`config.mk`:
```
export PLATFORM = sky130hd
export DESIGN_NAME = dac_serial_port_flat
export DESIGN_NICKNAME = d
export VERILOG_FILES = /design/src/logic/modem_pkg.sv /design/src/logic/host_bus_if.sv /design/src/logic/dac_serial_port.sv /design/src/flat_wrapper.sv
export SDC_FILE = /design/constraint.sdc
export NUM_CORES = 1
export LEC_CHECK = 0
export BUFFER_PORTS_ARGS = -buffer_cell sky130_fd_sc_hd__buf_2
export CAP_MARGIN = 20
export CORE_ASPECT_RATIO = 1.1
export CORE_MARGIN = 1
export CORE_UTILIZATION = 41
export DETAILED_ROUTE_END_ITERATION = 8
export PLACE_DENSITY = 0.7
export SLEW_MARGIN = 5
export SYNTH_ARGS = -nofsm -noshare
export SYNTH_HDL_FRONTEND = slang
export SYNTH_SLANG_ARGS = --single-unit
```
`constraint.sdc`:
```
create_clock -name ck933 -period 2.16 [get_ports ck933]
set_input_delay 0.108 -clock ck933 [delete_from_list [all_inputs] [get_ports ck933]]
set_output_delay 0.108 -clock ck933 [all_outputs]
set_load 0.01 [all_outputs]
```
`src/logic/modem_pkg.sv`:
```
// address map, register offsets and timing constants shared by the host-side blocks
package modem_pkg;

  // ******************************
  // bus and pin widths
  // ******************************
  localparam int DATA_W   = 16;
  localparam int ADDR_W   = 12;            // byte address, pins carry 11..1
  localparam int SAMPLE_W = 14;            // adc and dac sample width
  localparam int N_DAC    = 3;
  localparam int SEL_W    = $clog2(N_DAC); // dac select field
  localparam int GPIO_W   = 2;             // two lock indicators

  // address fields
  localparam int SPACE_LSB = 8;            // space in addr[11:8]
  localparam int REG_LSB   = 1;            // register offset in addr[3:1]
  localparam int REG_W     = 3;

  // address spaces
  typedef enum logic [3:0] {
    MISC    = 4'd8,
    DAC_SER = 4'd9,
    GPIO    = 4'd10,
    NONE    = 4'd15
  } space_e;

  // ******************************
  // register offsets
  // ******************************
  localparam logic [REG_W-1:0] REG_RESET    = 3'd0; // misc space
  localparam logic [REG_W-1:0] REG_VERSION  = 3'd1;
  localparam logic [REG_W-1:0] REG_GPIO     = 3'd0; // gpio space
  localparam logic [REG_W-1:0] REG_DAC_WORD = 3'd0; // serial port space
  localparam logic [REG_W-1:0] REG_DAC_CTRL = 3'd1;

  localparam logic [DATA_W-1:0] VERSION = 16'h0003;

  // timing
  localparam int RESET_HOLD = 6;   // internal reset stretch after a software reset
  localparam int HOLD_W     = $clog2(RESET_HOLD + 1);
  localparam int SCLK_DIV   = 4;   // serial clock is ck933 / 4
  localparam int PHASE_W    = $clog2(SCLK_DIV);
  localparam int DAC_BITS   = 16;  // serial word length
  localparam int BIT_W      = $clog2(DAC_BITS);

endpackage

```
`src/logic/host_bus_if.sv`:
```
// decoded processor bus writes, driven by the address decoder and read by the register blocks
`timescale 1ns/1ns

interface host_bus_if;
  import modem_pkg::*;

  logic [ADDR_W-1:0] addr;   // byte address, bit 0 always zero
  logic [DATA_W-1:0] wdata;
  logic              wr;     // high on every edge with cs and we low
  space_e            space;  // decoded from addr[11:8]

  modport decoder (
    output addr,
    output wdata,
    output wr,
    output space
  );

  modport target (
    input addr,
    input wdata,
    input wr,
    input space
  );

endinterface

```
`src/logic/dac_serial_port.sv`:
```
// serial configuration port: shifts a 16-bit word MSB first to one of the three DACs
`timescale 1ns/1ns

module dac_serial_port (
  input  logic                          ck933,
  input  logic                          int_rs_i,
  host_bus_if.target                    bus,
  output logic [modem_pkg::DATA_W-1:0]  rdata_o,
  output logic                          sclk_o,
  output logic                          sdio_o,
  output logic [modem_pkg::N_DAC-1:0]   cs_n_o
);
  import modem_pkg::*;

  logic [REG_W-1:0]    reg_off;
  logic                word_wr;
  logic                ctrl_wr;
  logic                start;
  logic [SEL_W-1:0]    sel_q;      // select register, software view
  logic [SEL_W-1:0]    act_sel_q;  // select of the running transfer
  logic                busy_q;
  logic                sclk_q;
  logic [PHASE_W-1:0]  phase_q;    // position inside one bit
  logic [BIT_W-1:0]    bit_cnt_q;
  logic [DAC_BITS-1:0] shift_q;
  logic                bit_end;

  assign reg_off = bus.addr[REG_LSB+REG_W-1:REG_LSB];
  assign word_wr = bus.wr && (bus.space == DAC_SER) && (reg_off == REG_DAC_WORD);
  assign ctrl_wr = bus.wr && (bus.space == DAC_SER) && (reg_off == REG_DAC_CTRL);
  assign start   = word_wr && !busy_q; // words written while busy are dropped
  assign bit_end = (phase_q == PHASE_W'(SCLK_DIV - 1));

  always_ff @(posedge ck933 or posedge int_rs_i) begin
    if (int_rs_i) begin
      sel_q <= '0;
    end else if (ctrl_wr) begin
      sel_q <= bus.wdata[SEL_W-1:0];
    end
  end

  // ******************************
  // transfer sequencer
  // ******************************
  always_ff @(posedge ck933 or posedge int_rs_i) begin
    if (int_rs_i) begin
      busy_q    <= 1'b0;
      act_sel_q <= '0;
      sclk_q    <= 1'b0;
      phase_q   <= '0;
      bit_cnt_q <= '0;
    end else if (start) begin
      busy_q    <= 1'b1;
      act_sel_q <= sel_q;
      sclk_q    <= 1'b0;
      phase_q   <= '0;
      bit_cnt_q <= '0;
    end else if (busy_q) begin
      phase_q <= phase_q + 1'b1;
      if (phase_q == PHASE_W'(SCLK_DIV / 2 - 1)) begin
        sclk_q <= 1'b1; // rising edge mid bit, data is stable
      end
      if (bit_end) begin
        sclk_q    <= 1'b0;
        bit_cnt_q <= bit_cnt_q + 1'b1;
        if (bit_cnt_q == BIT_W'(DAC_BITS - 1)) begin
          busy_q <= 1'b0; // last bit done, cs releases with busy
        end
      end
    end
  end

  // data register, advances while the clock is low
  always_ff @(posedge ck933) begin
    if (start) begin
      shift_q <= bus.wdata;
    end else if (busy_q && bit_end) begin
      shift_q <= {shift_q[DAC_BITS-2:0], 1'b0};
    end
  end

  assign sclk_o = sclk_q;
  assign sdio_o = busy_q & shift_q[DAC_BITS-1]; // idle low

  // one active-low select per dac, select codes past N_DAC-1 reach none
  always_comb begin
    for (int i = 0; i < N_DAC; i++) begin
      cs_n_o[i] = !(busy_q && (act_sel_q == SEL_W'(i)));
    end
  end

  // status, busy in bit 15
  always_comb begin
    rdata_o = '0;
    if (reg_off == REG_DAC_CTRL) begin
      rdata_o[DATA_W-1]  = busy_q;
      rdata_o[SEL_W-1:0] = sel_q;
    end
  end

  // ******************************
  // checks
  // ******************************
  cs_onehot_a : assert property (@(posedge ck933) disable iff (int_rs_i)
      $onehot0(~cs_n_o))
    else $error("more than one dac chip select active");

  sclk_idle_a : assert property (@(posedge ck933) disable iff (int_rs_i)
      !busy_q |-> !sclk_o)
    else $error("serial clock high while port idle");

endmodule

```
`src/flat_wrapper.sv`:
```
// flat-port wrapper written by rule: the top's interface ports become plain ports
module dac_serial_port_flat import modem_pkg::*;
  (ck933, int_rs_i, rdata_o, sclk_o, sdio_o, cs_n_o, bus_addr, bus_wdata, bus_wr, bus_space);
  host_bus_if bus_i ();
  input  logic ck933;
  input  logic int_rs_i;
  output logic [modem_pkg::DATA_W-1:0] rdata_o;
  output logic sclk_o;
  output logic sdio_o;
  output logic [modem_pkg::N_DAC-1:0] cs_n_o;
  input wire logic [$bits(bus_i.addr)-1:0] bus_addr;
  input wire logic [$bits(bus_i.wdata)-1:0] bus_wdata;
  input wire logic [$bits(bus_i.wr)-1:0] bus_wr;
  input wire logic [$bits(bus_i.space)-1:0] bus_space;
  assign bus_i.addr = bus_addr;
  assign bus_i.wdata = bus_wdata;
  assign bus_i.wr = bus_wr;
  assign bus_i.space = bus_space;
  dac_serial_port u_core (.ck933(ck933), .int_rs_i(int_rs_i), .bus(bus_i), .rdata_o(rdata_o), .sclk_o(sclk_o), .sdio_o(sdio_o), .cs_n_o(cs_n_o));
endmodule
```
; Word level (Yosys, flattened, before mapping)
; Cells that the tools add are included.
[word_totals]
reg_bits = 28
in_bits = 35
out_inout_bits = 21
elab_cells = 54
[op_classes]
addsub = 2
n_eq_ne = 7
n_mux = 17
n_bitwise = 1
n_reduce_logical = 20
[ops]
columns = cell, n
row1 = $mux W16, 2
row2 = $mux W4, 3
row3 = $mux W1, 9
row4 = $eq A4 B4 Y1 const B, 2
row5 = $logic_and A1 B1 Y1, 8
row6 = $mux W2, 3
row7 = $reduce_bool A2 Y1, 3
row8 = $add A4 B1 Y4 const B, 1
row9 = $eq A2 B1 Y1 const B, 2
row10 = $eq A2 B2 Y1 const B, 2
row11 = $logic_not A1 Y1, 4
row12 = $reduce_and A2 Y1, 2
row13 = $eq A3 B1 Y1 const B, 1
row14 = $logic_not A3 Y1, 1
row15 = $reduce_bool A3 Y1, 1
row16 = $add A2 B1 Y2 const B, 1
row17 = $logic_not A2 Y1, 1
row18 = $and A1 B1 Y1, 1

; Logic depth before layout (Yosys ltp)
; Gate-level depths: netlist of run 1.
[logic_depth]
depth_word = 6
ltp_mapped = 4
ltp_nobuf = 4

; Worst setup path before layout of run 1
; No wires, ideal clock.
[synth_path]
path_type = register -> register
startpoint = reg u_core.phase_q[0]
endpoint = reg u_core.shift_q[0] (enable)
setup_time_ns = 0.291
arrival_ns = 1.222
required_ns = 1.869
slack_ns = 0.647
path_stages_with_launch = 4
n_path_buf = 0
period_less_slack_ns = 1.513
path_cell_list = dfrtp_1 > ha_1 > and2_1 > or2_2
[synth_via]
elab_chain_len = 3
[synth_lines]
columns = item, line
row1 = from (decl), dac_serial_port.sv:23  ; logic [PHASE_W-1:0] phase_q;
row2 = from (signal assigned), dac_serial_port.sv:59  ; phase_q <= phase_q + 1'b1;
row3 = $eq A2 B2 Y1, dac_serial_port.sv:32  ; assign bit_end = (phase_q == PHASE_W'(SCLK_DIV - 1));
row4 = $logic_and A1 B1 Y1, dac_serial_port.sv:77  ; end else if (busy_q && bit_end) begin
row5 = $reduce_bool A2 Y1 (no source line), -
row6 = to (signal assigned), dac_serial_port.sv:76  ; shift_q <= bus.wdata;
row7 = to (signal assigned), dac_serial_port.sv:78  ; shift_q <= {shift_q[DAC_BITS-2:0], 1'b0};
row8 = to (decl), dac_serial_port.sv:25  ; logic [DAC_BITS-1:0] shift_q;
; Every way passes these cells.
; A chain may end at the register's enable or synchronous reset.

; Worst setup path in the final report of run 1
[layout_path]
startpoint = reg u_core.phase_q[0]
endpoint = reg u_core.shift_q[1] (enable)
; The elaborated chain is that of the path after synthesis.

==> results of run 1 <==
## worst max-delay path by stage
stage / start / end / slack, ns / cells past startpoint
2_1_floorplan: u_core.phase_q[0] / u_core.shift_q[0] / 0.65 / 3
3_3_place_gp: bus_space[2] / u_core.shift_q[2] / 0.52 / 5
3_5_place_dp: bus_space[2] / u_core.shift_q[2] / 0.48 / 5
4_1_cts: u_core.phase_q[0] / u_core.shift_q[9] / 0.49 / 3
5_1_grt: u_core.phase_q[0] / u_core.shift_q[14] / 0.40 / 3
6_report: u_core.phase_q[0] / u_core.shift_q[1] / 0.49 / 3
## per-layer routing
layer / routed length [µm] / GRT usage
met4: 33 / 0.0610
met1: 1130 / 0.190
met2: 1220 / 0.235
met3: 145 / 0.0157
met5: 0 / 0
## cell usage after synthesis, drive strengths merged
master	count	area, µm²
clkbuf	1	3.75
or2	1	6.26
ha	3	37.5
nor4b	1	23.8
nor2	2	7.51
o31a	1	8.76
conb	1	3.75
nand3	1	5.00
a21oi	1	5.00
nand4	1	6.26
nand2	7	26.3
nand2b	2	12.5
dfrtp	12	300
o22ai	1	6.26
nand3b	2	15.0
o21ai	2	10.0
nor4bb	1	10.0
edfxtp	16	480
or3	1	6.26
buf	15	133
and3	1	11.3
inv	5	18.8
a31oi	3	18.8
mux2	19	274
a21boi	1	7.51
o31ai	1	7.51
and2	7	43.8
a21o	1	7.51
nor3b	1	7.51
o32ai	1	8.76
and4bb	1	12.5
## worst max-delay path, stage by stage (launching register included)
cell	delay [ns]
dfrtp_1	0.44
ha_1	0.28
and2_1	0.22
or2_2	0.45
## sequential cells by signal (all words and copies together) (netlist names)
| register | count |
|---|---|
| u_core.act_sel_q | 2 |
| u_core.bit_cnt_q | 4 |
| u_core.busy_q | 1 |
| u_core.phase_q | 2 |
| u_core.sclk_o | 1 |
| u_core.sel_q | 2 |
| u_core.shift_q | 16 |
## per-stage QoR
stage                     std cells  hold WS [ns]  power (mW)
after floorplan                 125       -0.0273       0.919
after global placement          193         0.129       0.978
after detailed placement        193         0.132        1.00
after CTS                       198        0.0139        1.34
after global routing            198        0.0228        1.40
final                           198        0.0275        1.33
## power groups by stage
stage / Sequential, mW / Clock (mW) / Combinational (mW)
5_1_grt: 0.723 / 0.358 / 0.319
3_3_place_gp: 0.716 / 0 / 0.262
4_1_cts: 0.710 / 0.346 / 0.285
3_5_place_dp: 0.722 / 0 / 0.282
2_1_floorplan: 0.711 / 0 / 0.208
6_report: 0.710 / 0.336 / 0.283
## logic make-up (layout without fill, tap and decap cells)
family	Yosys count	count (layout)	share of synthesized area
buffers and inverters	21	46	0.102
adders and majority gates	3	3	0.0246
muxes	19	19	0.180
other	1	13	0.00246
AOI/OAI and AO/OA	12	12	0.0525
and+or+nand+nor	29	29	0.127
DFF	28	28	0.512
## cells in the final DEF (no fill, tap or decap), types with 2 or more instances in the layout
cell type | netlist | layout
buf_2 | 0 | 33
mux2_4 | 16 | 16
edfxtp_1 | 16 | 16
conb_1 | 1 | 13
dfrtp_1 | 12 | 12
and2_1 | 7 | 7
nand2_1 | 7 | 7
inv_1 | 5 | 5
a31oi_1 | 3 | 3
ha_1 | 3 | 3
clkbuf_4 | 0 | 3
nand2b_1 | 2 | 2
nor2_1 | 2 | 2
mux2_2 | 2 | 2
o21ai_0 | 2 | 2
nand3b_1 | 2 | 2
buf_4 | 13 | 2
## final cells by class
cell class / count / area (µm²) / area share
Clock buffer: 3 / 22.5 / 0.0128
Clock inverter: 1 / 30.0 / 0.0171
Inverter: 5 / 18.8 / 0.0107
Multi-Input combinational cell: 76 / 634 / 0.361
Sequential cell: 28 / 781 / 0.444
Tap cell: 48 / 60.1 / 0.0342
Timing Repair Buffer: 37 / 210 / 0.120
==> summary.txt, run 1 <==
Finish
  – N_diodes: 0
  – Area Overhead vs Synth: 15.2%
  – Core Util, Final: 0.511
  – Final nets: ~190
  – Final instance area: 0.00176 mm²
  – Layout cell share with drive strength beyond 1: 0.407
  – Fill count: 303

GRT
  – First-pass GRT wire length: 4200 µm
  – Largest net degree at the start of global routing: 17
  – Number of global-route vias before repair: 917
  – Gr usage total: 0.144
  – Initial antenna violation count: 0
  – Gr ovfl total: 0

Flow run
  – MaxCap Viol Count: 0

Detailed routing
  – WL final: approximately 2500 µm
  – Vias: about 920
  – TritonRoute pass-1 iters: 4
  – ANT nets after route: 0
  – Drt wl/cell: roughly 13 µm
  – Vias per Instance: 4.64
  – Drt first-iter violations: 33
  – Residual DRC: 0

Placement
  – Routability Congestion: roughly 0.8
  – Hpwl dp: around 1900 µm
  – Placed cell area: around 0.0017 mm²
  – Count of input and output buffers: 33
  – Dpl ws: 0.478 ns

Floorplanning
  – Core area: roughly 0.0034 mm²
  – Vert. Die Dim: 66.0 µm
  – Rows: 22
  – Die area: 0.00397 mm²
  – # IOs: between 50 and 60
  – Starting Density: 0.443
  – Die X: 60.2 µm

Setup path
  – Worst Reg-to-Reg Cells: 3
  – Worst setup EP type: flop
  – Setup Crit Path Kind: reg -> reg
  – Launching point of the worst reg2reg path: u_core.phase_q[0]
  – Reg-to-reg endpoint: u_core.shift_q[1]
  – Critical Path Start Type: flop
  – Worst Path Arrival: about 1.7 ns
  – Worst reg-to-reg setup slack: 0.49 ns
  – Crit-path max FO: 16
  – Req. time, crit path: 2.21 ns

Timing
  – Tmin final: 1.67 ns
  – Final Slew Violations: 0
  – Final period utilization: 0.774
  – Fmax: ~600 MHz
  – Final hold violation count: 0
  – Setup slack after layout: about 0.5 ns
  – Setup Skew: 0.00519 ns
  – RSZ-0062 raised after global routing: no
  – Final Setup Violations: 0
  – Setup tns final: 0 ns

Min path
  – WHS Endpoint: u_core.sel_q[0]
  – HP Start: bus_wdata[0]
  – Hold-critical path depth: 2
  – Min-delay worst type: in -> reg

Power
  – Worst vdd ir: 286 µV
  – Pwr Density: approximately 760 mW/mm²
  – Clock share of power: 0.253
  – Int Pwr: 0.972 mW
  – Register share of total power: 0.534
  – Sw Ratio: 0.269
  – Leakage: around 0.8 nW
  – Comb pwr share: 0.213
  – P_sw: 0.358 mW

Clocking
  – Max clock buf depth: 2
  – Clock-pin slew on the worst setup and hold paths: about 0.15 ns
  – CTS Hold Buffers Added: 1
  – CTS tree: built
  – Post-CTS Setup Inserts: 0
  – Cell chosen for the clock root: clkbuf_4
  – Post-CTS sizing: 0
  – Total CTS buffers: 3
  – Clk Latency, worst-skew pair: about 0.32 ns
  – CTS H-Tree Depth: 1
  – Sink Count: 28

Yosys
  – Mapped Cells: approximately 110
  – Synth cell types: 35
  – Cell Area, Synth: about 0.0015 mm²
  – Synthesized flop and latch total: 28
  – Yosys Warn Count: 0
  – Synth Area per Inst: 13.5 µm²
  – Seq/Total Area, Yosys: 0.512

Run status
  – Status: finished clean
(Power assumes the default switching activity.)
==> run 2, diff against run 1 <==
==> constraint.sdc (replaced) <==
create_clock -name ck933 -period 1.55 [get_ports ck933]
set_input_delay 0.0775 -clock ck933 [delete_from_list [all_inputs] [get_ports ck933]]
set_output_delay 0.0775 -clock ck933 [all_outputs]
set_load 0.01 [all_outputs]
==> run 2 against run 1 <==
  * Sequential power grew 39%
  * Die area did not move
  * Clock skew is 0.0030 ns higher
  * Flip-flop and latch count did not move
  * Via count grew 8.5%
  * Highest routed layer unchanged
==> summary.txt, run 2 (synthesis results as in run 1) <==
Placement
  – Routability Congestion: about 0.75
  – Count of input and output buffers: 33
  – Dpl ws: -0.0290 ns
  – Hpwl dp: 2020 µm
  – Placed cell area: between 0.0015 and 0.002 mm²

Setup path
  – Req. time, crit path: 1.63 ns
  – Setup Crit Path Kind: reg -> reg
  – Reg-to-reg endpoint: u_core.shift_q[2]
  – CP max-delay cell: dfrtp_2
  – CP cell instances: inv_2 -> and3_4 -> buf_12 -> mux2_1
  – Worst Path Arrival: about 1.6 ns
  – Worst Reg-to-Reg Cells: 4
  – Critical path's largest stage delay: 0.47 ns
  – Critical Path Start Type: flop
  – Worst setup EP type: flop
  – Launching point of the worst reg2reg path: u_core.busy_q
  – Crit-path max FO: 8
  – Worst reg-to-reg setup slack: 0.05 ns

Detailed routing
  – Residual DRC: 0
  – WL final: approximately 2700 µm
  – Vias: 996
  – Drt first-iter violations: 45
  – Vias per Instance: roughly 4.8
  – TritonRoute pass-1 iters: 4
  – ANT nets after route: 0
  – Drt wl/cell: 12.8 µm

GRT
  – Gr ovfl total: 0
  – Met1 Use GR: 0.201
  – First-pass GRT wire length: 4490 µm
  – Met2 Usage GRT: 0.251
  – Grt peak-use layer: met2
  – Initial antenna violation count: 0
  – Number of global-route vias before repair: 998
  – Largest net degree at the start of global routing: 17
  – Gr usage total: 0.154
  – Met3 Use GR: 0.0157

Floorplanning
  – Die X: 60.2 µm
  – Core area: 0.00344 mm²
  – Starting Density: 0.443
  – Die area: 0.00397 mm²
  – Rows: 22
  – Vert. Die Dim: around 66 µm
  – # IOs: 56

Finish
  – Leading cell type in the layout, fill and taps excluded: buf_2
  – Layout cell share with drive strength beyond 1: 0.444
  – Registers with the most flip-flops: u_core.shift_q: 16 flops, u_core.bit_cnt_q: 4 flops
  – Final nets: around 200
  – Commonest cells after routing, fill and taps aside: buf_2 (33), mux2_4 (16), edfxtp_1 (16)
  – Largest Register: u_core.shift_q
  – Final instance area: around 0.0018 mm²
  – Area Overhead vs Synth: 20.7%
  – Fill count: 305
  – Max reg flops: 16
  – N_diodes: 0

Clocking
  – Total CTS buffers: 3
  – Max clock buf depth: 2
  – Clk Latency, worst-skew pair: about 0.32 ns
  – CTS H-Tree Depth: 1
  – CTS tree: built
  – Clock-pin slew on the worst setup and hold paths: around 0.15 ns
  – Cell chosen for the clock root: clkbuf_4
  – Sink Count: 28

Min path
  – HP Start: bus_wdata[2]
  – Hold-critical path depth: 2
  – WHS Endpoint: u_core.shift_q[2]
  – Min-delay worst type: in -> reg

Power
  – Clock share of power: 0.194
  – Int Pwr: 1.28 mW
  – Design Power: about 1.8 mW
  – Register share of total power: 0.557
  – Worst vdd ir: 349 µV
  – P_sw: 0.496 mW
  – Pwr Density: 964 mW/mm²
  – Leakage: 0.833 nW
  – Sw Ratio: 0.280
  – Comb pwr share: 0.249

Timing
  – Final period utilization: 0.968
  – Setup slack after layout: 0.0493 ns
  – Final Setup Violations: 0
  – Fin Hold WS: 0.0472 ns
  – Fmax: 666 MHz
  – Tmin final: 1.50 ns
  – Final Slew Violations: 0
  – Final hold violation count: 0
  – Setup tns final: 0 ns
  – Setup Skew: roughly 0.008 ns

Run status
  – Status: finished clean

Flow run
  – MaxCap Viol Count: 0
run 2: metrics by stage:
stage,instances,utilization
final,208,0.535
after global routing,208,0.535
after CTS,208,0.533
after detailed placement,200,0.511
after global placement,200,0.511
after floorplan,125,-
run 2: routing by layer:
layer,vias up,share of wire
met5,-,0
met4,0,0.013
met3,2,0.062
met2,47,0.49
met1,475,0.43
li1,472,-
run 2: area by class of cell:
cell class / instances / area (µm²) / share of cell area
clock buffer: 4 / 36.3 / 0.0197
multi-input combinational: 76 / 637 / 0.346
timing repair buffer: 47 / 307 / 0.167
sequential: 28 / 782 / 0.425
inverter: 5 / 18.8 / 0.0102
tap: 48 / 60.1 / 0.0326
run 2: critical path, delay by kind of cell (launching register included):
kind	cells	cell delay, ns
mux	1	0.31
simple gates	1	0.25
flops	1	0.47
buf+inv	2	0.23
run 2: repair_timing:
item / CTS / global route
pin swaps: 0 / 1
endpoints found under the setup margin: 21 / 17
resized for setup: 2 / 2
hold endpoints to repair: 14 / 0
setup buffers: 1 / 0
hold buffers: 3 / 0
run 2: worst max-delay path by stage:
stage	from	endpoint	depth (start not counted)	slack, ns
floorplan	u_core.phase_q[0]	u_core.shift_q[0]	3	0.04
global placement	bus_space[2]	u_core.shift_q[8]	4	0.05
detailed placement	u_core.busy_q	u_core.shift_q[13]	3	-0.03
CTS	u_core.busy_q	cs_n_o[0]	4	0.004
global route	u_core.busy_q	u_core.shift_q[2]	4	-0.0004
finish	u_core.busy_q	u_core.shift_q[2]	4	0.05
run 2: power groups by stage:
| stage | registers, mW | logic (mW) | clock network (mW) |
|---|---|---|---|
| detailed placement | 1.00 | 0.425 | 0 |
| finish | 0.988 | 0.441 | 0.345 |
| floorplan | 0.991 | 0.290 | 0 |
| global route | 0.999 | 0.508 | 0.370 |
| CTS | 0.987 | 0.445 | 0.356 |
| global placement | 0.997 | 0.402 | 0 |
